### config.mk
export PLATFORM = sky130hd
export DESIGN_NAME = fetch_top
export DESIGN_NICKNAME = d
export VERILOG_FILES = /design/src/design/fetch_pkg.sv /design/src/design/rvc_pkg.sv /design/src/design/fetch_intf.sv /design/src/design/prefetch_buffer.sv /design/src/design/compressed_decoder.sv /design/src/design/if_stage.sv /design/src/design/fetch_top.sv
export SDC_FILE = /design/constraint.sdc
export NUM_CORES = 1
export LEC_CHECK = 0
export BUFFER_PORTS_ARGS = -buffer_cell sky130_fd_sc_hd__buf_2
export CORE_MARGIN = 5
export CORE_UTILIZATION = 30
export DETAILED_ROUTE_END_ITERATION = 16
export GPL_ROUTABILITY_DRIVEN = 1
export MAX_ROUTING_LAYER = met4
export SLEW_MARGIN = 20
export SYNTH_ARGS = -nofsm -noshare
export SYNTH_HDL_FRONTEND = slang
export SYNTH_HIERARCHICAL = 1
export SYNTH_SLANG_ARGS = --single-unit
### constraint.sdc
create_clock -name clk_i -period 11.65 [get_ports clk_i]
set_input_delay 1.165 -clock clk_i [delete_from_list [all_inputs] [get_ports clk_i]]
set_output_delay 1.165 -clock clk_i [all_outputs]
set_load 0.02 [all_outputs]
### src/design/fetch_pkg.sv
// fetch package with address and instruction widths, queue sizing, exception record and causes
package fetch_pkg;

    // --------------------
    // datapath widths
    // --------------------

    // address / pc width of the rv64 core
    localparam int unsigned XLEN = 64;
    // every fetched word is handled as one instruction
    localparam int unsigned ILEN = 32;

    typedef logic [XLEN-1:0] addr_t;
    typedef logic [ILEN-1:0] instr_t;

    // --------------------
    // prefetch queue
    // --------------------

    // entries in the fetch queue, kept a power of two so pointers wrap by themselves
    localparam int unsigned PREFETCH_DEPTH = 2;
    localparam int unsigned PREFETCH_PTR_W = $clog2(PREFETCH_DEPTH);

    // read / write pointer into the queue
    typedef logic [PREFETCH_PTR_W-1:0] fifo_ptr_t;
    // fill level, one bit wider to hold a full queue
    typedef logic [PREFETCH_PTR_W:0] fifo_cnt_t;

    // --------------------
    // exceptions
    // --------------------

    // exception record handed to decode with every instruction
    typedef struct packed {
        logic [XLEN-1:0] cause;
        // faulting instruction, zero-extended
        logic [XLEN-1:0] tval;
        logic            valid;
    } exception_t;

    // mcause code for an illegal instruction
    localparam logic [XLEN-1:0] CAUSE_ILLEGAL_INSTR = 64'd2;

endpackage

### src/design/rvc_pkg.sv
// rvc package with opcode, funct3, funct7 and register encodings for compressed expansion
package rvc_pkg;

    // --------------------
    // major opcodes
    // --------------------
    localparam logic [6:0] OPCODE_LOAD      = 7'b0000011;
    localparam logic [6:0] OPCODE_STORE     = 7'b0100011;
    localparam logic [6:0] OPCODE_OP_IMM    = 7'b0010011;
    localparam logic [6:0] OPCODE_OP_IMM_32 = 7'b0011011;
    localparam logic [6:0] OPCODE_LUI       = 7'b0110111;
    localparam logic [6:0] OPCODE_OP        = 7'b0110011;
    localparam logic [6:0] OPCODE_OP_32     = 7'b0111011;
    localparam logic [6:0] OPCODE_BRANCH    = 7'b1100011;
    localparam logic [6:0] OPCODE_JAL       = 7'b1101111;
    localparam logic [6:0] OPCODE_JALR      = 7'b1100111;

    // compressed quadrants, code 11 marks a full 32-bit word
    localparam logic [1:0] C_QUADRANT_0 = 2'b00;
    localparam logic [1:0] C_QUADRANT_1 = 2'b01;
    localparam logic [1:0] C_QUADRANT_2 = 2'b10;

    // --------------------
    // function fields
    // --------------------
    localparam logic [2:0] F3_ADD = 3'b000;
    localparam logic [2:0] F3_SLL = 3'b001;
    // word and doubleword width for loads and stores
    localparam logic [2:0] F3_W   = 3'b010;
    localparam logic [2:0] F3_D   = 3'b011;
    localparam logic [2:0] F3_XOR = 3'b100;
    localparam logic [2:0] F3_SR  = 3'b101;
    localparam logic [2:0] F3_OR  = 3'b110;
    localparam logic [2:0] F3_AND = 3'b111;
    localparam logic [2:0] F3_BEQ = 3'b000;
    localparam logic [2:0] F3_BNE = 3'b001;

    // upper six bits double as funct6 for the rv64 shifts
    localparam logic [6:0] F7_ZERO = 7'b0000000;
    localparam logic [6:0] F7_SUB  = 7'b0100000;

    // registers implied by compressed forms
    localparam logic [4:0] REG_ZERO = 5'd0;
    localparam logic [4:0] REG_RA   = 5'd1;
    localparam logic [4:0] REG_SP   = 5'd2;

endpackage

### src/design/fetch_intf.sv
// fetch interface carrying queued words from the prefetch buffer to the IF stage
`timescale 1ns/1ps

interface fetch_intf import fetch_pkg::*; ();

    // head of the prefetch queue
    logic   valid;
    logic   ready;
    instr_t rdata;
    addr_t  addr;

    // restart of the fetch stream, start is a single-cycle strobe
    logic   start;
    addr_t  start_addr;

    // prefetch buffer side
    modport producer (
        output valid, rdata, addr,
        input  ready, start, start_addr
    );

    // IF stage side
    modport consumer (
        input  valid, rdata, addr,
        output ready, start, start_addr
    );

endinterface

### src/design/prefetch_buffer.sv
// prefetch buffer issuing sequential word fetches and queueing returned words with addresses
`timescale 1ns/1ps

module prefetch_buffer import fetch_pkg::*; (
    input  logic        clk_i,
    input  logic        rst_ni,
    // queue head towards the IF stage
    fetch_intf.producer fetch,
    // instruction memory port
    output logic        instr_req_o,
    output addr_t       instr_addr_o,
    input  logic        instr_gnt_i,
    input  logic        instr_rvalid_i,
    input  instr_t      instr_rdata_i,
    output logic        busy_o
);

    // fetch control
    logic      active_q;
    logic      outstanding_q;
    logic      discard_q;
    logic      granted;
    addr_t     fetch_addr_q;
    // address of the word that is in flight
    addr_t     rsp_addr_q;

    // queue storage
    instr_t    data_mem [PREFETCH_DEPTH];
    addr_t     addr_mem [PREFETCH_DEPTH];
    fifo_ptr_t wr_ptr_q;
    fifo_ptr_t rd_ptr_q;
    fifo_cnt_t count_q;
    logic      push;
    logic      pop;

    // --------------------
    // memory request side
    // --------------------

    // single outstanding request, raised only with a free slot in the queue
    assign instr_req_o  = active_q & ~outstanding_q & (count_q < fifo_cnt_t'(PREFETCH_DEPTH));
    assign instr_addr_o = fetch_addr_q;
    assign granted      = instr_req_o & instr_gnt_i;
    assign busy_o       = outstanding_q | (count_q != '0);

    always_ff @(posedge clk_i or negedge rst_ni) begin
        if (!rst_ni) begin
            active_q      <= 1'b0;
            outstanding_q <= 1'b0;
            discard_q     <= 1'b0;
            fetch_addr_q  <= '0;
        end else begin
            outstanding_q <= granted | (outstanding_q & ~instr_rvalid_i);
            if (fetch.start) begin
                active_q     <= 1'b1;
                // word aligned restart
                fetch_addr_q <= {fetch.start_addr[XLEN-1:2], 2'b00};
                // a response still on its way belongs to the old stream
                discard_q    <= granted | (outstanding_q & ~instr_rvalid_i);
            end else begin
                if (granted) begin
                    fetch_addr_q <= fetch_addr_q + addr_t'(4);
                end
                if (instr_rvalid_i) begin
                    discard_q <= 1'b0;
                end
            end
        end
    end

    always_ff @(posedge clk_i) begin
        if (granted) begin
            rsp_addr_q <= fetch_addr_q;
        end
    end

    // --------------------
    // fetch queue
    // --------------------

    // space is reserved at request time so a push never meets a full queue
    assign push = instr_rvalid_i & ~discard_q & ~fetch.start;
    assign pop  = fetch.valid & fetch.ready;

    always_ff @(posedge clk_i or negedge rst_ni) begin
        if (!rst_ni) begin
            wr_ptr_q <= '0;
            rd_ptr_q <= '0;
            count_q  <= '0;
        end else if (fetch.start) begin
            // restart drops everything queued so far
            wr_ptr_q <= '0;
            rd_ptr_q <= '0;
            count_q  <= '0;
        end else begin
            if (push) begin
                wr_ptr_q <= wr_ptr_q + fifo_ptr_t'(1);
            end
            if (pop) begin
                rd_ptr_q <= rd_ptr_q + fifo_ptr_t'(1);
            end
            if (push && !pop) begin
                count_q <= count_q + fifo_cnt_t'(1);
            end else if (pop && !push) begin
                count_q <= count_q - fifo_cnt_t'(1);
            end
        end
    end

    always_ff @(posedge clk_i) begin
        if (push) begin
            data_mem[wr_ptr_q] <= instr_rdata_i;
            addr_mem[wr_ptr_q] <= rsp_addr_q;
        end
    end

    // head entry stays put until popped
    assign fetch.valid = (count_q != '0);
    assign fetch.rdata = data_mem[rd_ptr_q];
    assign fetch.addr  = addr_mem[rd_ptr_q];

    // memory only grants a request that is up
    gnt_with_req_a: assert property (@(posedge clk_i) disable iff (!rst_ni)
        instr_gnt_i |-> instr_req_o)
        else $error("instruction grant without request");

    // a response needs an earlier grant
    rvalid_outstanding_a: assert property (@(posedge clk_i) disable iff (!rst_ni)
        instr_rvalid_i |-> outstanding_q)
        else $error("instruction rvalid without outstanding request");

endmodule

### src/design/compressed_decoder.sv
// compressed decoder expanding rv64c instructions to 32 bits and flagging illegal encodings
`timescale 1ns/1ps

module compressed_decoder import fetch_pkg::*, rvc_pkg::*; (
    input  instr_t instr_i,
    output instr_t instr_o,
    output logic   is_compressed_o,
    output logic   illegal_instr_o
);

    // register fields of the compressed formats
    logic [4:0] rd;
    logic [4:0] rs2;
    // popular registers x8..x15, rs2_p is also rd' in quadrant 0
    logic [4:0] rs1_p;
    logic [4:0] rs2_p;

    assign rd    = instr_i[11:7];
    assign rs2   = instr_i[6:2];
    assign rs1_p = {2'b01, instr_i[9:7]};
    assign rs2_p = {2'b01, instr_i[4:2]};

    assign is_compressed_o = (instr_i[1:0] != 2'b11);

    always_comb begin
        // full words and unused upper halves pass through
        instr_o         = instr_i;
        illegal_instr_o = 1'b0;

        unique case (instr_i[1:0])
            // --------------------
            // quadrant 0
            // --------------------
            C_QUADRANT_0: begin
                unique case (instr_i[15:13])
                    3'b000: begin
                        // c.addi4spn becomes addi rd', sp, nzuimm
                        instr_o = {2'b00, instr_i[10:7], instr_i[12:11], instr_i[5], instr_i[6],
                                   2'b00, REG_SP, F3_ADD, rs2_p, OPCODE_OP_IMM};
                        // zero immediate is reserved and covers the all-zero word too
                        illegal_instr_o = (instr_i[12:5] == 8'h00);
                    end
                    3'b010: instr_o = {5'b0, instr_i[5], instr_i[12:10], instr_i[6], 2'b00,
                                       rs1_p, F3_W, rs2_p, OPCODE_LOAD};
                    3'b011: instr_o = {4'b0, instr_i[6:5], instr_i[12:10], 3'b000,
                                       rs1_p, F3_D, rs2_p, OPCODE_LOAD};
                    3'b110: instr_o = {5'b0, instr_i[5], instr_i[12], rs2_p, rs1_p, F3_W,
                                       instr_i[11:10], instr_i[6], 2'b00, OPCODE_STORE};
                    3'b111: instr_o = {4'b0, instr_i[6:5], instr_i[12], rs2_p, rs1_p, F3_D,
                                       instr_i[11:10], 3'b000, OPCODE_STORE};
                    // float loads/stores and the reserved slot
                    default: illegal_instr_o = 1'b1;
                endcase
            end

            // --------------------
            // quadrant 1
            // --------------------
            C_QUADRANT_1: begin
                unique case (instr_i[15:13])
                    3'b000: instr_o = {{6{instr_i[12]}}, instr_i[12], rs2, rd, F3_ADD, rd,
                                       OPCODE_OP_IMM};
                    3'b001: begin
                        // c.addiw, rd of x0 is reserved
                        instr_o = {{6{instr_i[12]}}, instr_i[12], rs2, rd, F3_ADD, rd,
                                   OPCODE_OP_IMM_32};
                        illegal_instr_o = (rd == REG_ZERO);
                    end
                    3'b010: instr_o = {{6{instr_i[12]}}, instr_i[12], rs2, REG_ZERO, F3_ADD, rd,
                                       OPCODE_OP_IMM};
                    3'b011: begin
                        if (rd == REG_SP) begin
                            // c.addi16sp
                            instr_o = {{3{instr_i[12]}}, instr_i[4:3], instr_i[5], instr_i[2],
                                       instr_i[6], 4'b0000, REG_SP, F3_ADD, REG_SP,
                                       OPCODE_OP_IMM};
                        end else begin
                            instr_o = {{15{instr_i[12]}}, rs2, rd, OPCODE_LUI};
                        end
                        // zero immediate reserved for both
                        illegal_instr_o = ({instr_i[12], rs2} == 6'b0);
                    end
                    3'b100: begin
                        unique case (instr_i[11:10])
                            2'b00: instr_o = {F7_ZERO[6:1], instr_i[12], rs2, rs1_p, F3_SR,
                                              rs1_p, OPCODE_OP_IMM};
                            2'b01: instr_o = {F7_SUB[6:1], instr_i[12], rs2, rs1_p, F3_SR,
                                              rs1_p, OPCODE_OP_IMM};
                            2'b10: instr_o = {{6{instr_i[12]}}, instr_i[12], rs2, rs1_p, F3_AND,
                                              rs1_p, OPCODE_OP_IMM};
                            default: begin
                                // register-register arithmetic on x8..x15
                                unique case ({instr_i[12], instr_i[6:5]})
                                    3'b000: instr_o = {F7_SUB, rs2_p, rs1_p, F3_ADD, rs1_p,
                                                       OPCODE_OP};
                                    3'b001: instr_o = {F7_ZERO, rs2_p, rs1_p, F3_XOR, rs1_p,
                                                       OPCODE_OP};
                                    3'b010: instr_o = {F7_ZERO, rs2_p, rs1_p, F3_OR, rs1_p,
                                                       OPCODE_OP};
                                    3'b011: instr_o = {F7_ZERO, rs2_p, rs1_p, F3_AND, rs1_p,
                                                       OPCODE_OP};
                                    3'b100: instr_o = {F7_SUB, rs2_p, rs1_p, F3_ADD, rs1_p,
                                                       OPCODE_OP_32};
                                    3'b101: instr_o = {F7_ZERO, rs2_p, rs1_p, F3_ADD, rs1_p,
                                                       OPCODE_OP_32};
                                    default: illegal_instr_o = 1'b1;
                                endcase
                            end
                        endcase
                    end
                    // c.j scrambles its offset into the jal immediate layout
                    3'b101: instr_o = {instr_i[12], instr_i[8], instr_i[10:9], instr_i[6],
                                       instr_i[7], instr_i[2], instr_i[11], instr_i[5:3],
                                       instr_i[12], {8{instr_i[12]}}, REG_ZERO, OPCODE_JAL};
                    // c.beqz / c.bnez
                    default: instr_o = {{4{instr_i[12]}}, instr_i[6:5], instr_i[2], REG_ZERO,
                                        rs1_p, (instr_i[13] ? F3_BNE : F3_BEQ), instr_i[11:10],
                                        instr_i[4:3], instr_i[12], OPCODE_BRANCH};
                endcase
            end

            // --------------------
            // quadrant 2
            // --------------------
            C_QUADRANT_2: begin
                unique case (instr_i[15:13])
                    3'b000: instr_o = {F7_ZERO[6:1], instr_i[12], rs2, rd, F3_SLL, rd,
                                       OPCODE_OP_IMM};
                    3'b010: begin
                        instr_o = {4'b0, instr_i[3:2], instr_i[12], instr_i[6:4], 2'b00, REG_SP,
                                   F3_W, rd, OPCODE_LOAD};
                        illegal_instr_o = (rd == REG_ZERO);
                    end
                    3'b011: begin
                        instr_o = {3'b0, instr_i[4:2], instr_i[12], instr_i[6:5], 3'b000, REG_SP,
                                   F3_D, rd, OPCODE_LOAD};
                        illegal_instr_o = (rd == REG_ZERO);
                    end
                    3'b100: begin
                        if (rs2 != REG_ZERO) begin
                            // c.mv adds to x0, c.add adds to rd
                            instr_o = {F7_ZERO, rs2, (instr_i[12] ? rd : REG_ZERO), F3_ADD, rd,
                                       OPCODE_OP};
                        end else begin
                            // c.jr links nothing, c.jalr links ra
                            instr_o = {12'b0, rd, F3_ADD, (instr_i[12] ? REG_RA : REG_ZERO),
                                       OPCODE_JALR};
                            // rs1 of x0 is reserved, or c.ebreak which is not supported
                            illegal_instr_o = (rd == REG_ZERO);
                        end
                    end
                    3'b110: instr_o = {4'b0, instr_i[8:7], instr_i[12], rs2, REG_SP, F3_W,
                                       instr_i[11:9], 2'b00, OPCODE_STORE};
                    3'b111: instr_o = {3'b0, instr_i[9:7], instr_i[12], rs2, REG_SP, F3_D,
                                       instr_i[11:10], 3'b000, OPCODE_STORE};
                    default: illegal_instr_o = 1'b1;
                endcase
            end

            default: ;
        endcase
    end

endmodule

### src/design/if_stage.sv
// IF stage with start-up FSM, compressed decoder, hand-off control and IF/ID register
`timescale 1ns/1ps

module if_stage import fetch_pkg::*; (
    input  logic        clk_i,
    input  logic        rst_ni,
    input  logic        req_i,
    input  logic        id_ready_i,
    input  logic        halt_if_i,
    input  addr_t       boot_addr_i,
    // queue head from the prefetch buffer
    fetch_intf.consumer fetch,
    // IF/ID pipeline register
    output logic        instr_valid_id_o,
    output instr_t      instr_rdata_id_o,
    output logic        is_compressed_id_o,
    output logic        illegal_c_insn_id_o,
    output addr_t       pc_if_o,
    output addr_t       pc_id_o,
    output exception_t  ex_o
);

    typedef enum logic {
        IDLE,
        RUN
    } fetch_state_e;

    fetch_state_e state_q;
    fetch_state_e state_d;

    // decoder results for the queue head
    instr_t instr_expanded;
    logic   instr_compressed;
    logic   instr_illegal;

    logic   transfer;
    logic   ex_valid_q;
    addr_t  ex_tval_q;

    // --------------------
    // start-up FSM
    // --------------------
    always_comb begin
        state_d     = state_q;
        fetch.start = 1'b0;
        unique case (state_q)
            IDLE: begin
                // first request kicks off fetching at the boot address
                if (req_i) begin
                    fetch.start = 1'b1;
                    state_d     = RUN;
                end
            end
            // without redirects the stream runs until reset
            default: state_d = RUN;
        endcase
    end

    always_ff @(posedge clk_i or negedge rst_ni) begin
        if (!rst_ni) begin
            state_q <= IDLE;
        end else begin
            state_q <= state_d;
        end
    end

    assign fetch.start_addr = boot_addr_i;

    // hand-off only while running and decode can take a new instruction
    assign fetch.ready = (state_q == RUN) & req_i & id_ready_i & ~halt_if_i;
    assign transfer    = fetch.valid & fetch.ready;
    assign pc_if_o     = fetch.addr;

    compressed_decoder compressed_decoder_i (
        .instr_i         (fetch.rdata),
        .instr_o         (instr_expanded),
        .is_compressed_o (instr_compressed),
        .illegal_instr_o (instr_illegal)
    );

    // --------------------
    // IF/ID register
    // --------------------
    always_ff @(posedge clk_i or negedge rst_ni) begin
        if (!rst_ni) begin
            instr_valid_id_o <= 1'b0;
            ex_valid_q       <= 1'b0;
        end else if (transfer) begin
            instr_valid_id_o <= 1'b1;
            ex_valid_q       <= instr_illegal;
        end else if (id_ready_i) begin
            // decode consumed the instruction and nothing new arrived
            instr_valid_id_o <= 1'b0;
        end
    end

    always_ff @(posedge clk_i) begin
        if (transfer) begin
            instr_rdata_id_o    <= instr_expanded;
            is_compressed_id_o  <= instr_compressed;
            illegal_c_insn_id_o <= instr_illegal;
            pc_id_o             <= fetch.addr;
            // original fetched word goes out as tval
            ex_tval_q           <= instr_illegal ? {{(XLEN-ILEN){1'b0}}, fetch.rdata} : '0;
        end
    end

    // record reads all zero unless the instruction is illegal
    assign ex_o.valid = ex_valid_q;
    assign ex_o.cause = ex_valid_q ? CAUSE_ILLEGAL_INSTR : '0;
    assign ex_o.tval  = ex_tval_q;

    // nothing is queued or handed to decode before the fetch stream was started
    valid_after_start_a: assert property (@(posedge clk_i) disable iff (!rst_ni)
        (state_q == IDLE) |-> (!fetch.valid && !instr_valid_id_o))
        else $error("queued word or ID valid present while fetch was idle");

endmodule

### src/design/fetch_top.sv
// fetch top level connecting prefetch buffer and IF stage behind plain ports
`timescale 1ns/1ps

module fetch_top import fetch_pkg::*; (
    input  logic   clk_i,
    input  logic   rst_ni,
    input  logic   req_i,
    input  logic   id_ready_i,
    input  logic   halt_if_i,
    input  addr_t  boot_addr_i,
    // instruction memory port
    output logic   instr_req_o,
    output addr_t  instr_addr_o,
    input  logic   instr_gnt_i,
    input  logic   instr_rvalid_i,
    input  instr_t instr_rdata_i,
    output logic   if_busy_o,
    // towards decode
    output logic   instr_valid_id_o,
    output instr_t instr_rdata_id_o,
    output logic   is_compressed_id_o,
    output logic   illegal_c_insn_id_o,
    output addr_t  pc_if_o,
    output addr_t  pc_id_o,
    output logic   ex_valid_o,
    output addr_t  ex_cause_o,
    output addr_t  ex_tval_o
);

    // queue to stage link
    fetch_intf  fetch_if ();
    exception_t ex;

    prefetch_buffer prefetch_buffer_i (
        .clk_i          (clk_i),
        .rst_ni         (rst_ni),
        .fetch          (fetch_if.producer),
        .instr_req_o    (instr_req_o),
        .instr_addr_o   (instr_addr_o),
        .instr_gnt_i    (instr_gnt_i),
        .instr_rvalid_i (instr_rvalid_i),
        .instr_rdata_i  (instr_rdata_i),
        .busy_o         (if_busy_o)
    );

    if_stage if_stage_i (
        .clk_i               (clk_i),
        .rst_ni              (rst_ni),
        .req_i               (req_i),
        .id_ready_i          (id_ready_i),
        .halt_if_i           (halt_if_i),
        .boot_addr_i         (boot_addr_i),
        .fetch               (fetch_if.consumer),
        .instr_valid_id_o    (instr_valid_id_o),
        .instr_rdata_id_o    (instr_rdata_id_o),
        .is_compressed_id_o  (is_compressed_id_o),
        .illegal_c_insn_id_o (illegal_c_insn_id_o),
        .pc_if_o             (pc_if_o),
        .pc_id_o             (pc_id_o),
        .ex_o                (ex)
    );

    // exception record flattened for the port list
    assign ex_valid_o = ex.valid;
    assign ex_cause_o = ex.cause;
    assign ex_tval_o  = ex.tval;

endmodule

**After elaboration in Yosys (flattened, before gate mapping)**

Memory sizes are Yosys's and may differ from the RTL's.
Index checks and enable logic that the tools add are counted.

- Order comparisons: 1
- Equal/unequal tests: 18
- Reduce and logical (&&, ||, !) cells: 24
- Mux-type cells: 37
- Bitwise logic cells: 17
- Add/subtract/negate cells: 5

Operator list:

| cell | count |
|---|---|
| 32-bit one-hot mux with 6 select lines | 3 |
| 32-bit one-hot mux with 3 select lines | 2 |
| 32-bit one-hot mux with 5 select lines | 1 |
| 64-bit two-way mux | 2 |
| 64-bit by 3-bit adder with 64-bit output, second input constant | 1 |
| 29-bit two-way mux | 1 |
| 25-bit two-way mux | 1 |
| 3-bit == test, second input constant | 6 |
| 1-bit two-way mux | 18 |
| 3-bit by 2-bit == test with 1-bit output, second input constant | 4 |
| 2-bit nonzero test | 6 |
| 1-bit bitwise AND | 10 |
| 1-bit one-hot mux with 3 select lines | 3 |
| 8-bit logical NOT | 1 |
| 2-bit two-way mux | 4 |
| 3-bit by 1-bit == test with 1-bit output, second input constant | 2 |
| 3-bit logical NOT | 2 |
| 6-bit logical NOT | 1 |
| 3-bit OR reduction | 2 |
| 6-bit OR reduction | 1 |
| 5-bit by 2-bit == test with 1-bit output, second input constant | 1 |
| 5-bit logical NOT | 1 |
| 5-bit two-way mux | 1 |
| 1-bit inverter | 5 |
| other kinds (16) | 23 |

- Output and inout bits: 358
- Memory bits (writable): 192
- Memories kept: 2
- Register bits: 300
- Bits of input ports: 103

Memories:

| memory | depth | width | read ports | clocked after Yosys merged registers in | write ports | line | RTL |
|---|---|---|---|---|---|---|---|
| prefetch_buffer_i.addr_mem | 2 | 64 | 1 | 0 | 1 | prefetch_buffer.sv:29 | `addr_t addr_mem [PREFETCH_DEPTH];` |
| prefetch_buffer_i.data_mem | 2 | 32 | 1 | 0 | 1 | prefetch_buffer.sv:28 | `instr_t data_mem [PREFETCH_DEPTH];` |

**Logic depth before layout (Yosys ltp)**

Gate-level depths: netlist of the first run.

- Depth after elaboration: 9
- Mapped depth: 11

**Hierarchy**

Netlist of the first run, hierarchy kept.

By module, submodules not included:

| module | sequential area each (um^2) | instances | area an instance (um^2) | cells each |
|---|---|---|---|---|
| prefetch_buffer | 9233.9 | 1 | 12951.2 | 876 |
| if_stage | 3978.8 | 1 | 5941.9 | 402 |
| compressed_decoder | 0.0 | 1 | 2184.6 | 379 |

**Least setup slack after synthesis of the first run**

OpenSTA, ideal clock, no wires.

- Path type: input -> register
- Start: in req_i
- End: mem prefetch_buffer_i/addr_mem[0][10] (netlist bit) (enable)
- Arrival: 8849 ps
- Cell stages on the path: 5
- Path buffers: 3
- Path slack: 2120 ps
- Required time: 10969 ps
- Cells stage by stage: and2b_2 > clkbuf_1 > clkbuf_1 > buf_1 > nor3b_1

- Cells in the longest elaborated chain, start to end: 6

Ends and longest elaborated chain:

| element | line | RTL |
|---|---|---|
| start, declared | fetch_top.sv:7 | `input logic req_i,` |
| 1-bit two-way mux | if_stage.sv:49 | `if (req_i) begin` |
| 1-bit two-way mux | if_stage.sv:46 | `unique case (state_q)` |
| 1-bit inverter | prefetch_buffer.sv:82 | `assign push = instr_rvalid_i & ~discard_q & ~fetch.start;` |
| 1-bit bitwise AND | prefetch_buffer.sv:82 |  |
| 1-bit two-way mux | prefetch_buffer.sv:111 | `if (push) begin` |
| 1-bit two-way mux (not written as such) | prefetch_buffer.sv:113 | `addr_mem[wr_ptr_q] <= rsp_addr_q;` |
| end, declared | prefetch_buffer.sv:29 |  |

Every way passes these cells.

**Worst setup path in the final report of the first run**

- Start: reg prefetch_buffer_i.rd_ptr_q
- End: reg if_stage_i.ex_tval_q[11] (data pin)

RTL lines:

| element | line | RTL |
|---|---|---|
| start, declared | prefetch_buffer.sv:31 | `fifo_ptr_t rd_ptr_q;` |
| start signal, assigned | prefetch_buffer.sv:100 | `rd_ptr_q <= rd_ptr_q + fifo_ptr_t'(1);` |
| memory 2 x 32 bit * | n/a |  |
| via fetch_if.rdata[3] | fetch_intf.sv:9 | `instr_t rdata;` |
| 5-bit nonzero test | compressed_decoder.sv:140 | `if (rs2 != REG_ZERO) begin` |
| 1-bit two-way mux | compressed_decoder.sv:140 |  |
| 1-bit one-hot mux with 3 select lines | compressed_decoder.sv:126 | `unique case (instr_i[15:13])` |
| 1-bit one-hot mux with 3 select lines * | compressed_decoder.sv:30 | `unique case (instr_i[1:0])` |
| via if_stage_i.instr_illegal | if_stage.sv:34 | `logic instr_illegal;` |
| end signal, assigned | if_stage.sv:104 | `ex_tval_q <= instr_illegal ? {{(XLEN-ILEN){1'b0}}, fetch.rdata} : '0;` |
| end, declared | if_stage.sv:38 | `addr_t ex_tval_q;` |

The timed path passes the listed nets; every way through them passes the cells marked *.
A chain may end at the register's enable or synchronous reset.

==> run metrics, run 1 <==
Synth Cell Area=0.0211 mm^2; Startpoint Class=flop; drt total wl=64.4 mm; Pleak=8.86 nW; max_cap viols=0; maximum fanout along the worst path=39; Detailed Place HPWL=45.0 mm; first-pass GRT wire length=92.7 mm; global-route usage over all layers=16.6%; port bufs=359; Detailed Route Iter0 Violations=1264; Worst Skew=0.0531 ns; post-route ant nets=0; Slew Viols, Final=0; H-tree levels=2; die area=0.0756 mm^2; Ys Warns=6; Post-CTS Setup Bufs=0; Mean Syn Cell Area=12.7 um^2; CTS sink count=452; Setup TNS=0 ns; share of cells above drive strength 1=30.6%; post-layout minimum cycle time=4.48 ns; Area growth syn-to-layout=15.3%; PD cells=237 mW/mm^2; slew margin rel.=28.2%; critical path type=flop to flop; Worst setup EP type=flop; fmax=223 MHz; CP Buf/Inv Count=3; drt wl/cell=22.5 um; Util after Layout=34.8%; I/O Pins=461; Die Span X=275 um; clk_lat worst skew=0.62 ns; vias in the first global route=14200; Tcrit/Tclk final=38.4%; FF+latch area=0.0132 mm^2; Final #Nets=1974; RSZ-0062 raised after global routing=no; CTS Buf Count=51; DR pass1 iterations=5; grt total ovfl=0; area of the multi-input gates=0.00605 mm^2; flop2flop setup slack=7.17 ns; Starting Density=30.2%; Largest delay share family, worst path=buffers and inverters; slowest stage delay, CP=0.63 ns; maximum VDD drop=0.000130 V; Std-Cell Rows=97; Longest Clk Path Bufs=3; Hold-fix buffers, CTS=0; outcome=complete, no violations; worst path arrival time=4.92 ns; Req. time, crit path=12.10 ns; slew of the pin with the lowest slew margin=1.08 ns; RePlAce Congestion=0.936; Final Hold Viols=0; Die Ht=275 um; largest net degree at the start of global routing=109; antenna violations before repair=13; Worst-path clk slew=0.06 ns; Setup-failing EPs final=0; CTS resizes=0; Worst path most repeated cell=buf_4; Critical Path, Cell by Cell=buf_4 > buf_4 > mux2_2 > nor4_2 > and3_1 > a21oi_1 > or3_1 > o311ai_4 > buf_4 > and2_1; drt drc=0; vias per inst=4.89; number of fill cells in the layout=6942; Worst Hold Class=flop to flop; via count=14000; Worst path slowest cell=dfrtp_4; Core Box Area=0.0698 mm^2; CTS tree=built; Root Driver=clkbuf_16; Synth Instances=1655
report_power, final:
part	switching (W)	internal (W)
clock	0.000693	0.000944
combinational	0.00127	0.000562
sequential	0.000155	0.00212
total	0.00212	0.00363
layout by cell type (no fill, tap or decap), types with 9 or more instances in the layout:
cell type / n
clkbuf_16: 51
o22ai_1: 14
conb_1: 99
nand2_1: 128
xnor2_1: 28
diode_2: 14
or4_1: 17
buf_2: 358
inv_1: 25
a221o_1: 9
nor2b_1: 18
a21oi_1: 36
o21ai_0: 73
or3_1: 13
nand2b_1: 9
mux2_2: 96
a31oi_1: 30
nor3_1: 25
mux2i_1: 11
nand3_1: 41
a22oi_1: 13
buf_4: 21
dfrtp_1: 71
clkinv_2: 15
nand4_1: 32
nor2_1: 64
clkinv_1: 11
o31ai_1: 11
nor4_1: 25
and2_1: 40
xor2_1: 9
edfxtp_1: 380
flip-flops by register name, indices dropped and copies added (netlist names):
name and flops:
prefetch_buffer_i/addr_mem 124, if_stage_i/pc_id_o 64, prefetch_buffer_i/data_mem 64, prefetch_buffer_i/instr_addr_o 62
prefetch_buffer_i/rsp_addr_q 62, if_stage_i/ex_tval_q 32, if_stage_i/instr_rdata_id_o 32, prefetch_buffer_i/count_q 2
if_stage_i/ex_valid_q 1, if_stage_i/illegal_c_insn_id_o 1, if_stage_i/instr_valid_id_o 1, if_stage_i/is_compressed_id_o 1
if_stage_i/state_q 1, prefetch_buffer_i/active_q 1, prefetch_buffer_i/discard_q 1, prefetch_buffer_i/outstanding_q 1
prefetch_buffer_i/rd_ptr_q 1, prefetch_buffer_i/wr_ptr_q 1
through the flow:
step | std cells | setup WS [ns] | power (W) | hold WS, ns | cell area [um^2]
6_report | 2866 | 7.17 | 0.00575 | 0.435 | 24300
5_1_grt | 2865 | 6.87 | 0.00601 | 0.448 | 24300
4_1_cts | 2852 | 7.05 | 0.00581 | 0.438 | 24200
3_5_place_dp | 2757 | 7.09 | 0.00415 | 0.430 | 22500
3_3_place_gp | 2757 | 7.17 | 0.00413 | 0.423 | 22500
2_1_floorplan | 1752 | 2.12 | 0.00361 | 0.421 | 21400
layer usage:
layer,track usage [%],vias up,routed length (um)
met1,20.5,6992,26000
li1,-,6288,-
met5,-,-,0
met4,5.76,0,2220
met3,4.61,118,5510
met2,26.5,629,30600
cell type report:
class                   count  area share, %
clock buffers              56           5.46
flip-flops and latches    452           54.4
inverters                  29          0.474
diodes                     14          0.144
well taps                 940           4.84
multi-input cells         957           24.9
clock inverters            39           1.71
repair buffers            379           8.03
path summary, 6_finish.rpt:
check	to	cells after the start	from
min reg2reg	prefetch_buffer_i/addr_mem[1][47]$_DFFE_PP_	0	prefetch_buffer_i/rsp_addr_q[47]$_DFFE_PP_
max reg2reg	if_stage_i/ex_tval_q[11]$_SDFFCE_PN0P_	10	prefetch_buffer_i/rd_ptr_q$_DFFE_PN0P_
max in group asynchronous	prefetch_buffer_i/rd_ptr_q$_DFFE_PN0P_	2	rst_ni
min in group asynchronous	prefetch_buffer_i/instr_addr_o[23]$_DFFE_PN0P_	1	rst_ni
min	prefetch_buffer_i/addr_mem[1][47]$_DFFE_PP_	0	prefetch_buffer_i/rsp_addr_q[47]$_DFFE_PP_
max	if_stage_i/ex_tval_q[11]$_SDFFCE_PN0P_	10	prefetch_buffer_i/rd_ptr_q$_DFFE_PN0P_
Power figures use the tool's default switching activity.
==> run 2, diff against run 1 <==
- clock period: 11.65 -> 3.6 ns (I/O delays scaled with it)
==> run metrics, run 2 (synthesis results as in run 1) <==
drt wl/cell=22.7 um; Worst path slowest cell=dfrtp_4; slew of the pin with the lowest slew margin=0.992 ns; most frequent cells in the layout=380 x edfxtp_1, 358 x buf_2, 128 x nand2_1, 99 x conb_1, 96 x mux2_2; Slew Viols, Final=0; CP Buf/Inv Count=3; Worst Hold Class=input pin to flop; DR pass1 iterations=6; number of fill cells in the layout=6868; I/O Pins=461; post-route cell area=0.0256 mm^2; Startpoint Class=flop; RePlAce Congestion=0.889; via count=14600; global-route usage over all layers=17.5%; Worst setup startpoint=prefetch_buffer_i/rd_ptr_q$_DFFE_PN0P_; antenna violations before repair=8; Std-Cell Rows=97; clk_lat worst skew=0.62 ns; Req. time, crit path=4.06 ns; maximum fanout along the worst path=25; Die Span X=275 um; worst hold start=boot_addr_i[53]; outcome=complete, no violations; fmax=313 MHz; Largest Register=prefetch_buffer_i/addr_mem; share of cells above drive strength 1=30.3%; Root Driver=clkbuf_16; CTS resizes=0; max_cap viols=0; Area growth syn-to-layout=21.4%; Tcrit/Tclk final=88.6%; Core Box Area=0.0698 mm^2; Reg2Reg Launch Point=prefetch_buffer_i/rd_ptr_q$_DFFE_PN0P_; post-layout minimum cycle time=3.19 ns; slew margin rel.=33.9%; vias in the first global route=14600; Util after Layout=36.6%; max reg flops=124; PD cells=753 mW/mm^2; Worst-path clk slew=0.06 ns; most common cell after layout, fill and taps aside=edfxtp_1; Worst Skew=0.0297 ns; biggest regs=prefetch_buffer_i/addr_mem: 124 flops, if_stage_i/pc_id_o: 64 flops, prefetch_buffer_i/data_mem: 64 flops; worst path arrival time=3.65 ns; vias per inst=4.89; Final #Nets=2100; drt drc=0; post-route ant nets=0; Area after DPL=0.0229 mm^2; Critical Path, Cell by Cell=buf_4 > mux2_2 > inv_1 > and3_1 > a21oi_1 > or3_1 > o311ai_4 > buf_12 > and2_1; Starting Density=30.2%; die area=0.0756 mm^2; Final Hold Viols=0; Pwr Total=0.0192 W; area of the multi-input gates=0.00606 mm^2; H-tree levels=2; Detailed Place HPWL=48.2 mm; largest net degree at the start of global routing=82; CTS Buf Count=50; CTS tree=built; first-pass GRT wire length=97.1 mm; drt total wl=67.7 mm; grt total ovfl=0; critical path type=flop to flop; Pleak=9.44 nW; Longest Clk Path Bufs=3; maximum VDD drop=0.000394 V; Detailed Route Iter0 Violations=1224; FF+latch area=0.0132 mm^2; Die Ht=275 um; Worst setup EP type=flop; Largest delay share family, worst path=simple AND/OR/NAND/NOR gates; Setup-failing EPs final=0; slowest stage delay, CP=0.66 ns; RSZ-0062 raised after global routing=no; port bufs=359; CTS sink count=452
## run 2: cell types whose count changed in the layout (fill, tap and decap cells not counted), moves of 5 or more
cell | previous run | this run
dlygate4sd3_1 | 0 | 88
buf_4 | 21 | 55
clkinv_2 | 15 | 6
clkbuf_1 | 2 | 9
buf_12 | 0 | 5
diode_2 | 14 | 9
## run 2: metal layers
metal | up-vias | routed length (um) | track usage, %
met1 | 7267 | 26800 | 21.1
met4 | 0 | 2180 | 5.77
li1 | 6523 | - | -
met5 | - | 0 | -
met2 | 678 | 33200 | 29.0
met3 | 130 | 5540 | 4.18
## run 2: worst paths after layout
kind                                                                       end  slack, ns  depth (start not counted)
max in group asynchronous               prefetch_buffer_i/rd_ptr_q$_DFFE_PN0P_       2.37                          2
worst max-delay path                    if_stage_i/ex_tval_q[19]$_SDFFCE_PN0P_       0.41                          9
worst min register to register     prefetch_buffer_i/addr_mem[0][45]$_DFFE_PP_       0.44                          0
min in group asynchronous       prefetch_buffer_i/instr_addr_o[25]$_DFFE_PN0P_       0.45                          2
worst min-delay path            prefetch_buffer_i/instr_addr_o[53]$_DFFE_PN0P_       0.05                          3
worst max register to register          if_stage_i/ex_tval_q[19]$_SDFFCE_PN0P_       0.41                          9
## run 2: worst register-to-register path, stage by stage, from the launching register on
cell,delay [ns]
dfrtp_4,0.66
buf_4,0.33
mux2_2,0.51
inv_1,0.17
and3_1,0.27
a21oi_1,0.09
or3_1,0.40
o311ai_4,0.22
buf_12,0.24
and2_1,0.16
## run 2: layout make-up
type	count	share of cell area (%)
Sequential cell	452	51.7
Multi-Input combinational cell	957	23.7
Timing Repair Buffer	506	12.5
Clock buffer	66	5.40
Tap cell	940	4.60
Clock inverter	27	1.62
Inverter	29	0.445
Antenna cell	9	0.0881
## run 2: power by group
group          total (W)  leakage (nW)  internal (W)  switching [W]
Combinational    0.00634          4.25       0.00212        0.00422
Clock            0.00553         0.870       0.00331        0.00223
Sequential       0.00738          4.32       0.00687       0.000512
## run 2: what timing repair did
action	4_1_cts	5_1_grt
setup endpoints to repair	0	0
hold buffers	88	0
setup buffers	0	0
hold endpoints to repair	191	0
## run 2: stage by stage
stage / setup WS, ns / TNS (ns) / cells / hold slack (ns)
5_1_grt: 0.270 / 0 / 2985 / 0.0281
3_3_place_gp: 0.441 / 0 / 2796 / 0.424
3_5_place_dp: 0.377 / 0 / 2796 / 0.430
6_report: 0.409 / 0 / 2986 / 0.0486
4_1_cts: 0.359 / 0 / 2977 / 0.00186
2_1_floorplan: -0.210 / -19.73 / 1752 / 0.0644
